$ cat config.mk
export PLATFORM = sky130hd
export DESIGN_NAME = camera_stream_top
export DESIGN_NICKNAME = d
export VERILOG_FILES = /design/src/source/camera_stream_pkg.sv /design/src/source/camera_stream_top.sv /design/src/source/exposure_meter.sv /design/src/source/pixel_crop.sv /design/src/source/raw10_unpacker.sv /design/src/source/csi2_packet_decoder.sv
export SDC_FILE = /design/constraint.sdc
export NUM_CORES = 1
export LEC_CHECK = 0
export BUFFER_PORTS_ARGS = -buffer_cell sky130_fd_sc_hd__buf_4
export CORE_MARGIN = 2
export CORE_UTILIZATION = 45
export DETAILED_ROUTE_END_ITERATION = 6
export PLACE_DENSITY = 0.69
export SLEW_MARGIN = 20
export SYNTH_ARGS = -nofsm -noshare
export SYNTH_HDL_FRONTEND = slang
export SYNTH_SLANG_ARGS = --single-unit
$ cat constraint.sdc
create_clock -name mipi_byte_clock -period 3.2 [get_ports mipi_byte_clock]
set_input_delay 0.64 -clock mipi_byte_clock [delete_from_list [all_inputs] [get_ports mipi_byte_clock]]
set_output_delay 0.64 -clock mipi_byte_clock [all_outputs]
set_load 0.01 [all_outputs]
$ cat src/source/camera_stream_pkg.sv
// Shared types and constants for the camera receive path.
// Holds the stream structs passed between stages, the RAW10 group
// union and the CSI-2 data-type codes. Modules reference items by
// scoped name.

package camera_stream_pkg;

    localparam int COORD_WIDTH = 11;  // Column and row coordinates
    localparam int COUNT_WIDTH = 22;  // Meter pixel count

    // CSI-2 data-type codes
    localparam logic [5:0] DT_FRAME_START = 6'h00;
    localparam logic [5:0] DT_FRAME_END   = 6'h01;
    localparam logic [5:0] DT_RAW10       = 6'h2B;

    // Decoder to unpacker, one payload byte per strobe
    typedef struct packed {
        logic       frame_valid;  // Level
        logic       byte_valid;   // One-cycle strobe
        logic       line_last;    // Final payload byte of the line
        logic [7:0] data;
    } byte_beat_t;

    // RAW10 group seen as decoded fields
    // Pixel k has its two LSBs in lsbs[2k+1:2k]
    typedef struct packed {
        logic [7:0]      lsbs;  // Fifth byte on the wire
        logic [3:0][7:0] msbs;  // Pixel 0 MSB arrives first
    } raw10_fields_t;

    // Five RAW10 bytes, written in arrival order and read as fields
    typedef union packed {
        logic [4:0][7:0] as_bytes;  // Index 0 is the first byte received
        raw10_fields_t   as_fields;
    } raw10_group_u;

    // Pixel stream between unpacker, crop, meter and top output
    typedef struct packed {
        logic       frame_valid;  // Level
        logic       pixel_valid;  // Strobe
        logic       line_end;     // Last pixel of the line
        logic [9:0] data;
    } pixel_beat_t;

    // Pan window, start inclusive and end exclusive
    typedef struct packed {
        logic [COORD_WIDTH-1:0] x_start;
        logic [COORD_WIDTH-1:0] x_end;
        logic [COORD_WIDTH-1:0] y_start;
        logic [COORD_WIDTH-1:0] y_end;
    } crop_window_t;

endpackage
$ cat src/source/camera_stream_top.sv
// Top level of the camera receive path in the MIPI byte clock domain.
// Chains packet decoder, RAW10 unpacker, pan crop and exposure meter.
// The cropped pixel stream leaves on pixel_o and the meter results
// update once per frame with a ready pulse.

`timescale 1ns/1ps

module camera_stream_top #(
    parameter int SUM_WIDTH = 32
) (
    input  logic                                         mipi_byte_clock,
    input  logic                                         mipi_byte_reset_n,
    input  logic                                         sp_enable_i,
    input  logic                                         lp_av_enable_i,
    input  logic [5:0]                                   datatype_i,
    input  logic [15:0]                                  word_count_i,
    input  logic                                         payload_enable_i,
    input  logic [7:0]                                   payload_i,
    input  camera_stream_pkg::crop_window_t              crop_window_i,
    output camera_stream_pkg::pixel_beat_t               pixel_o,
    output logic [SUM_WIDTH-1:0]                         sum_o,
    output logic [camera_stream_pkg::COUNT_WIDTH-1:0]    count_o,
    output logic [9:0]                                   peak_o,
    output logic                                         meter_ready_o
);

    camera_stream_pkg::byte_beat_t  byte_beat;      // Decoder to unpacker
    camera_stream_pkg::pixel_beat_t unpacked_pixel; // Unpacker to crop

    csi2_packet_decoder csi2_packet_decoder_i (
        .mipi_byte_clock  (mipi_byte_clock),
        .mipi_byte_reset_n(mipi_byte_reset_n),
        .sp_enable_i      (sp_enable_i),
        .lp_av_enable_i   (lp_av_enable_i),
        .payload_enable_i (payload_enable_i),
        .datatype_i       (datatype_i),
        .word_count_i     (word_count_i),
        .payload_i        (payload_i),
        .byte_o           (byte_beat)
    );

    raw10_unpacker raw10_unpacker_i (
        .mipi_byte_clock  (mipi_byte_clock),
        .mipi_byte_reset_n(mipi_byte_reset_n),
        .byte_i           (byte_beat),
        .pixel_o          (unpacked_pixel)
    );

    pixel_crop pixel_crop_i (
        .mipi_byte_clock  (mipi_byte_clock),
        .mipi_byte_reset_n(mipi_byte_reset_n),
        .pixel_i          (unpacked_pixel),
        .window_i         (crop_window_i),
        .pixel_o          (pixel_o)
    );

    exposure_meter #(
        .SUM_WIDTH(SUM_WIDTH)
    ) exposure_meter_i (
        .mipi_byte_clock  (mipi_byte_clock),
        .mipi_byte_reset_n(mipi_byte_reset_n),
        .pixel_i          (pixel_o),
        .sum_o            (sum_o),
        .count_o          (count_o),
        .peak_o           (peak_o),
        .meter_ready_o    (meter_ready_o)
    );

endmodule

$ cat src/source/exposure_meter.sv
// Exposure statistics over the cropped frame.
// Sums valid pixels, counts them and keeps the peak value. When the
// frame level falls the results are published, ready pulses for one
// cycle and the accumulators restart for the next frame.

`timescale 1ns/1ps

module exposure_meter #(
    parameter int SUM_WIDTH = 32
) (
    input  logic                                         mipi_byte_clock,
    input  logic                                         mipi_byte_reset_n,
    input  camera_stream_pkg::pixel_beat_t               pixel_i,
    output logic [SUM_WIDTH-1:0]                         sum_o,
    output logic [camera_stream_pkg::COUNT_WIDTH-1:0]    count_o,
    output logic [9:0]                                   peak_o,
    output logic                                         meter_ready_o
);

    logic                                      fv_prev;
    logic                                      frame_fall;
    logic [SUM_WIDTH-1:0]                      sum_acc;
    logic [camera_stream_pkg::COUNT_WIDTH-1:0] count_acc;
    logic [9:0]                                peak_acc;

    assign frame_fall = fv_prev && !pixel_i.frame_valid;

    always_ff @(posedge mipi_byte_clock or negedge mipi_byte_reset_n) begin
        if (!mipi_byte_reset_n) begin
            fv_prev       <= 1'b0;
            meter_ready_o <= 1'b0;
            sum_acc       <= '0;
            count_acc     <= '0;
            peak_acc      <= '0;
            sum_o         <= '0;
            count_o       <= '0;
            peak_o        <= '0;
        end else begin
            fv_prev       <= pixel_i.frame_valid;
            meter_ready_o <= frame_fall;
            if (frame_fall) begin
                sum_o     <= sum_acc;  // Held until the next frame end
                count_o   <= count_acc;
                peak_o    <= peak_acc;
                sum_acc   <= '0;
                count_acc <= '0;
                peak_acc  <= '0;
            end else if (pixel_i.pixel_valid) begin
                sum_acc   <= sum_acc + SUM_WIDTH'(pixel_i.data);
                count_acc <= count_acc + 1'b1;
                if (pixel_i.data > peak_acc) begin
                    peak_acc <= pixel_i.data;
                end
            end
        end
    end

endmodule

$ cat src/source/pixel_crop.sv
// Pan window crop on the pixel stream.
// Tracks the column and row of each incoming pixel and forwards only
// pixels inside the window. Line end is moved to the last column of
// the window. Registered, one cycle of latency.

`timescale 1ns/1ps

module pixel_crop (
    input  logic                            mipi_byte_clock,
    input  logic                            mipi_byte_reset_n,
    input  camera_stream_pkg::pixel_beat_t  pixel_i,
    input  camera_stream_pkg::crop_window_t window_i,
    output camera_stream_pkg::pixel_beat_t  pixel_o
);

    localparam int CW = camera_stream_pkg::COORD_WIDTH;

    logic [CW-1:0] col_q;
    logic [CW-1:0] row_q;
    logic          fv_prev;
    logic          frame_rise;
    logic          in_x;
    logic          in_y;
    logic          last_col;
    logic          frame_valid_q;
    logic          pixel_valid_q;
    logic          line_end_q;
    logic [9:0]    data_q;

    assign frame_rise = pixel_i.frame_valid && !fv_prev;
    assign in_x       = (col_q >= window_i.x_start) && (col_q < window_i.x_end);
    assign in_y       = (row_q >= window_i.y_start) && (row_q < window_i.y_end);
    assign last_col   = (col_q == CW'(window_i.x_end - 1'b1));

    always_ff @(posedge mipi_byte_clock or negedge mipi_byte_reset_n) begin
        if (!mipi_byte_reset_n) begin
            fv_prev <= 1'b0;
            col_q   <= '0;
            row_q   <= '0;
        end else begin
            fv_prev <= pixel_i.frame_valid;
            if (frame_rise) begin
                col_q <= '0;
                row_q <= '0;
            end else if (pixel_i.pixel_valid) begin
                if (pixel_i.line_end) begin
                    col_q <= '0;
                    row_q <= row_q + 1'b1;
                end else begin
                    col_q <= col_q + 1'b1;
                end
            end
        end
    end

    always_ff @(posedge mipi_byte_clock or negedge mipi_byte_reset_n) begin
        if (!mipi_byte_reset_n) begin
            frame_valid_q <= 1'b0;
            pixel_valid_q <= 1'b0;
            line_end_q    <= 1'b0;
        end else begin
            frame_valid_q <= pixel_i.frame_valid;
            pixel_valid_q <= pixel_i.pixel_valid && in_x && in_y;
            line_end_q    <= pixel_i.pixel_valid && in_y && last_col;
        end
    end

    always_ff @(posedge mipi_byte_clock) begin
        data_q <= pixel_i.data;
    end

    assign pixel_o = '{frame_valid: frame_valid_q, pixel_valid: pixel_valid_q,
                       line_end: line_end_q, data: data_q};

endmodule

$ cat src/source/raw10_unpacker.sv
// Turns the RAW10 byte stream into 10-bit Bayer pixels.
// Five bytes make one group of four pixels. Once a group is complete
// its pixels leave on four consecutive cycles, pixel k appearing k+1
// cycles after the fifth byte.

`timescale 1ns/1ps

module raw10_unpacker (
    input  logic                            mipi_byte_clock,
    input  logic                            mipi_byte_reset_n,
    input  camera_stream_pkg::byte_beat_t   byte_i,
    output camera_stream_pkg::pixel_beat_t  pixel_o
);

    camera_stream_pkg::raw10_group_u group_q;
    camera_stream_pkg::raw10_group_u group_next;
    camera_stream_pkg::raw10_group_u hold_q;

    logic [2:0] byte_pos;     // Position of the next byte in the group
    logic       group_done;
    logic       hold_last;    // Held group ends the line
    logic       emit_active;
    logic [1:0] emit_idx;
    logic       frame_valid_q;

    assign group_done = byte_i.byte_valid && (byte_pos == 3'd4);

    // Current group with the incoming byte placed
    always_comb begin
        group_next = group_q;
        group_next.as_bytes[byte_pos] = byte_i.data;
    end

    always_ff @(posedge mipi_byte_clock) begin
        if (byte_i.byte_valid) begin
            group_q <= group_next;
        end
        if (group_done) begin
            hold_q <= group_next;
        end
    end

    always_ff @(posedge mipi_byte_clock or negedge mipi_byte_reset_n) begin
        if (!mipi_byte_reset_n) begin
            byte_pos <= 3'd0;
        end else if (!byte_i.frame_valid) begin
            byte_pos <= 3'd0;
        end else if (byte_i.byte_valid) begin
            if (group_done || byte_i.line_last) begin
                byte_pos <= 3'd0;  // Next line starts a fresh group
            end else begin
                byte_pos <= byte_pos + 3'd1;
            end
        end
    end

    always_ff @(posedge mipi_byte_clock or negedge mipi_byte_reset_n) begin
        if (!mipi_byte_reset_n) begin
            emit_active   <= 1'b0;
            emit_idx      <= 2'd0;
            hold_last     <= 1'b0;
            frame_valid_q <= 1'b0;
        end else begin
            frame_valid_q <= byte_i.frame_valid;  // Aligns with the first pixel
            if (group_done) begin
                emit_active <= 1'b1;
                emit_idx    <= 2'd0;
                hold_last   <= byte_i.line_last;
            end else if (emit_active) begin
                emit_idx <= emit_idx + 2'd1;
                if (emit_idx == 2'd3) begin
                    emit_active <= 1'b0;
                end
            end
        end
    end

    always_comb begin
        pixel_o.frame_valid = frame_valid_q;
        pixel_o.pixel_valid = emit_active;
        pixel_o.line_end    = emit_active && hold_last && (emit_idx == 2'd3);
        pixel_o.data        = {hold_q.as_fields.msbs[emit_idx],
                               hold_q.as_fields.lsbs[{emit_idx, 1'b0} +: 2]};
    end

    // Line width must be a whole number of groups
    a_line_on_group: assert property (
        @(posedge mipi_byte_clock) disable iff (!mipi_byte_reset_n)
        (byte_i.byte_valid && byte_i.line_last) |-> (byte_pos == 3'd4)
    ) else $error("line ended inside a RAW10 group");

endmodule

$ cat src/source/csi2_packet_decoder.sv
// Input stage of the receive path.
// Takes the strobes of a CSI-2 receiver and produces a registered byte
// stream with a frame level and a marker on the last payload byte of
// each RAW10 line. Other long packets are consumed silently.

`timescale 1ns/1ps

module csi2_packet_decoder (
    input  logic                            mipi_byte_clock,
    input  logic                            mipi_byte_reset_n,
    input  logic                            sp_enable_i,
    input  logic                            lp_av_enable_i,
    input  logic                            payload_enable_i,
    input  logic [5:0]                      datatype_i,
    input  logic [15:0]                     word_count_i,
    input  logic [7:0]                      payload_i,
    output camera_stream_pkg::byte_beat_t   byte_o
);

    logic        frame_valid_q;
    logic        in_packet;    // Long packet payload still expected
    logic        is_raw10;
    logic [15:0] bytes_left;
    logic        accept;
    logic        byte_valid_q;
    logic        line_last_q;
    logic [7:0]  data_q;

    assign accept = payload_enable_i && in_packet;

    always_ff @(posedge mipi_byte_clock or negedge mipi_byte_reset_n) begin
        if (!mipi_byte_reset_n) begin
            frame_valid_q <= 1'b0;
        end else if (sp_enable_i) begin
            if (datatype_i == camera_stream_pkg::DT_FRAME_START) begin
                frame_valid_q <= 1'b1;
            end else if (datatype_i == camera_stream_pkg::DT_FRAME_END) begin
                frame_valid_q <= 1'b0;
            end
        end
    end

    // Long packet byte counter, loaded from the header
    always_ff @(posedge mipi_byte_clock or negedge mipi_byte_reset_n) begin
        if (!mipi_byte_reset_n) begin
            in_packet  <= 1'b0;
            is_raw10   <= 1'b0;
            bytes_left <= 16'd0;
        end else if (lp_av_enable_i) begin
            in_packet  <= (word_count_i != 16'd0);
            is_raw10   <= (datatype_i == camera_stream_pkg::DT_RAW10);
            bytes_left <= word_count_i;
        end else if (accept) begin
            bytes_left <= bytes_left - 16'd1;
            if (bytes_left == 16'd1) begin
                in_packet <= 1'b0;
            end
        end
    end

    always_ff @(posedge mipi_byte_clock or negedge mipi_byte_reset_n) begin
        if (!mipi_byte_reset_n) begin
            byte_valid_q <= 1'b0;
            line_last_q  <= 1'b0;
        end else begin
            byte_valid_q <= accept && is_raw10;  // Other types are dropped
            line_last_q  <= accept && is_raw10 && (bytes_left == 16'd1);
        end
    end

    always_ff @(posedge mipi_byte_clock) begin
        data_q <= payload_i;
    end

    always_comb begin
        byte_o.frame_valid = frame_valid_q;
        byte_o.byte_valid  = byte_valid_q;
        byte_o.line_last   = line_last_q;
        byte_o.data        = data_q;
    end

    // Payload must follow a header
    a_payload_in_packet: assert property (
        @(posedge mipi_byte_clock) disable iff (!mipi_byte_reset_n)
        $rose(payload_enable_i) |-> in_packet
    ) else $error("payload enable outside a long packet");

endmodule

==> impl_metrics.json <==
{
  "synth_edf_count": 80,
  "clock_skew_ns": 0.00969,
  "fill_cells": 2603,
  "synth.distinct_cells": 62,
  "io_buffer_count": 156,
  "cp-startpoint": "pixel_crop_i.data_q[0]",
  "synth.net_count": 1418,
  "async_reset_ff_share_pct": 65.2,
  "postSynthCellCount": 1266,
  "fin_crit_sh_pct": 76.6,
  "nets": 1574,
  "grt_max_degree": 102,
  "antenna_found_initial": 0,
  "drt_iter0_markers": 561,
  "cts_setup_buffers": 0,
  "maxSlewHeadroom_pct": 35.7,
  "hold_path.class": "input pin to async pin",
  "syn_area_per_cell_um2": 10.7,
  "status": "finished clean",
  "cts_htree_levels": 1,
  "grt_pass1_wl_mm": 46.3,
  "die_w_um": 177,
  "final_max_slew_viol_count": 0,
  "cts.clk_slew.worst_paths_ns": 0.06,
  "reg2reg_from": "pixel_crop_i.data_q[0]",
  "fin_cells": 1835,
  "ios": 157,
  "critPathMaxStageDelay_ns": 0.39,
  "syn_area_mm2": 0.0135,
  "worstPathMaxFanout": 11,
  "critPathCaptureType": "flip-flop",
  "setup_viol": 0,
  "area.sequential_mm2": 0.00737,
  "yosys_warnings": 0,
  "dieArea_mm2": 0.0314,
  "start_util_pct": 45.6,
  "arrival_ns": 2.85,
  "ys_ff_latch": 282,
  "max_clock_freq_mhz": 408,
  "post-place-cells": 1780,
  "clk_latency_ns": 0.54,
  "p_leak_nw": 7.32,
  "drt_wl_total_mm": 28.0,
  "gp_congestion": 0.813,
  "grt_pass1_vias": 9411,
  "clock_sinks": 282,
  "finalPower_mw": 7.89,
  "vias": 9622,
  "drive_above_1_share_pct": 19.3,
  "worst_pin_slew_ns": 0.964,
  "worstPathCellList": "ha_1 > inv_1 > fa_1 > nor2b_1 > o31a_1 > o21ai_0 > buf_4 > a2111oi_2 > xnor2_1 > nor2_1",
  "multi_input_area_mm2": 0.00566,
  "critPathKind": "flip-flop to flip-flop",
  "dr.pass1.iters": 5,
  "period_needed_ns": 2.45,
  "start_kind": "flip-flop",
  "gr-total-overflow": 0,
  "post_cts_resized": 0,
  "num_rows": 63,
  "hpwl_mm": 19.2,
  "timing.hold.ws_ns": 0.108,
  "clock_path_buffers": 3,
  "synth_ff_type": "dfrtp_1",
  "slowest_stage": "fa_1",
  "yosysSeqAreaShare_pct": 54.6,
  "wl_per_cell_um": 15.2,
  "n_antenna_cell": 0,
  "via_per_inst": 5.24,
  "core_mm2": 0.0296,
  "hold_viol_final": 0,
  "die_h_um": 177,
  "layout_common_cells": "226 x nand2_1, 184 x dfrtp_1, 167 x buf_4",
  "irDropWorstVdd_uv": 445,
  "design_area_mm2": 0.0162,
  "ant_nets": 0,
  "grt_use_total_pct": 17.9,
  "critPathBufInv": 2,
  "cts-root-buf": "clkbuf_16",
  "crit_family": "compound AO/OA/AOI/OAI gates",
  "layout_commonest_cell": "nand2_1",
  "areaGrowthSynthToFinish_pct": 20.0,
  "rsz0062_at_grt": "false",
  "setup_tns_ns": 0,
  "cap_violations": 0,
  "crit_required_ns": 3.60,
  "post_dp_cell_area_mm2": 0.0151,
  "cts_buffers": 30,
  "cts_hold_buffers": 0,
  "cts_tree": "yes",
  "drc": 0,
  "p_per_area_mw_per_mm2": 488
}
[state kept, by name, indices dropped and copies added, names as in the netlist, 2 cells and up]
register,count
pixel_crop_i.data_q,10
raw10_unpacker_i.emit_idx,2
exposure_meter_i.sum_acc,32
exposure_meter_i.peak_acc,10
raw10_unpacker_i.hold_q,40
exposure_meter_i.count_o,22
pixel_crop_i.col_q,11
exposure_meter_i.count_acc,22
pixel_crop_i.row_q,11
csi2_packet_decoder_i.bytes_left,16
raw10_unpacker_i.group_q,40
exposure_meter_i.peak_o,10
exposure_meter_i.sum_o,32
csi2_packet_decoder_i.data_q,8
raw10_unpacker_i.byte_pos,3
[cell families (layout without fill, tap and decap cells)]
family | count (synthesis) | after routing | share of synthesized area (%)
mux | 57 | 57 | 5.53
flops | 282 | 282 | 54.6
xor+xnor | 87 | 87 | 5.65
compound gates | 175 | 175 | 8.15
fa+ha+maj | 73 | 73 | 6.82
buf+inv | 125 | 304 | 3.56
simple gates | 467 | 467 | 15.7
[per-layer routing]
layer / track usage, % / up-vias / wire [um]
met2: 29.8 / 206 / 13200
met1: 24.9 / 4655 / 12900
li1: - / 4712 / -
met3: 2.17 / 49 / 1170
met5: 0 / - / 0
met4: 4.65 / 0 / 689
[where the power goes]
group	total (mW)	switching, mW	internal [mW]
Combinational	0.524	0.357	0.167
Sequential	3.78	0.0429	3.73
Clock	3.59	1.38	2.22
Total	7.89	1.78	6.12
[through the flow]
stage | setup slack [ns] | util, %
after detailed placement | 0.571 | 51.2
after floorplan | 0.317 | -
final | 0.750 | 54.8
after global routing | 0.501 | 54.8
after global placement | 0.599 | 51.2
after CTS | 0.746 | 54.8
[cell type report]
type	instances	area share, %
clock inverters	9	0.758
flip-flops and latches	282	45.5
inverters	78	1.82
clock buffers	46	5.71
multi-input cells	859	35.0
repair buffers	171	8.20
well taps	390	3.01
[cells in the mapped netlist (9+ instances only)]
master | instances | area [um^2]
nand2_1 | 226 | 848
dfrtp_1 | 184 | 4600
nor2_1 | 97 | 364
edfxtp_1 | 80 | 2400
inv_1 | 77 | 289
ha_1 | 72 | 901
o21ai_0 | 58 | 290
xnor2_1 | 53 | 464
nand3_1 | 42 | 210
mux2_2 | 40 | 450
a21oi_1 | 39 | 195
clkbuf_1 | 37 | 139
xor2_1 | 34 | 298
dfxtp_1 | 18 | 360
a211oi_1 | 17 | 128
nor3_1 | 16 | 80.1
nand4_1 | 15 | 93.8
a21o_1 | 10 | 75.1
mux4_2 | 10 | 225
o31ai_1 | 10 | 75.1
or3_1 | 10 | 62.6
and3_1 | 9 | 56.3
and4_1 | 9 | 78.8
[final timing paths]
| kind | slack (ns) | depth (start not counted) | endpoint |
|---|---|---|---|
| max in group asynchronous | 2.33 | 2 | pixel_crop_i.col_q[4] |
| min | 0.11 | 1 | exposure_meter_i.sum_o[16] |
| min reg2reg | 0.37 | 0 | pixel_crop_i.fv_prev |
| min in group mipi_byte_clock | 0.20 | 1 | csi2_packet_decoder_i.data_q[1] |
| max | 0.75 | 10 | exposure_meter_i.sum_acc[30] |
| max reg2reg | 0.75 | 10 | exposure_meter_i.sum_acc[30] |
Note: power is estimated with default switching activity, not from simulation.
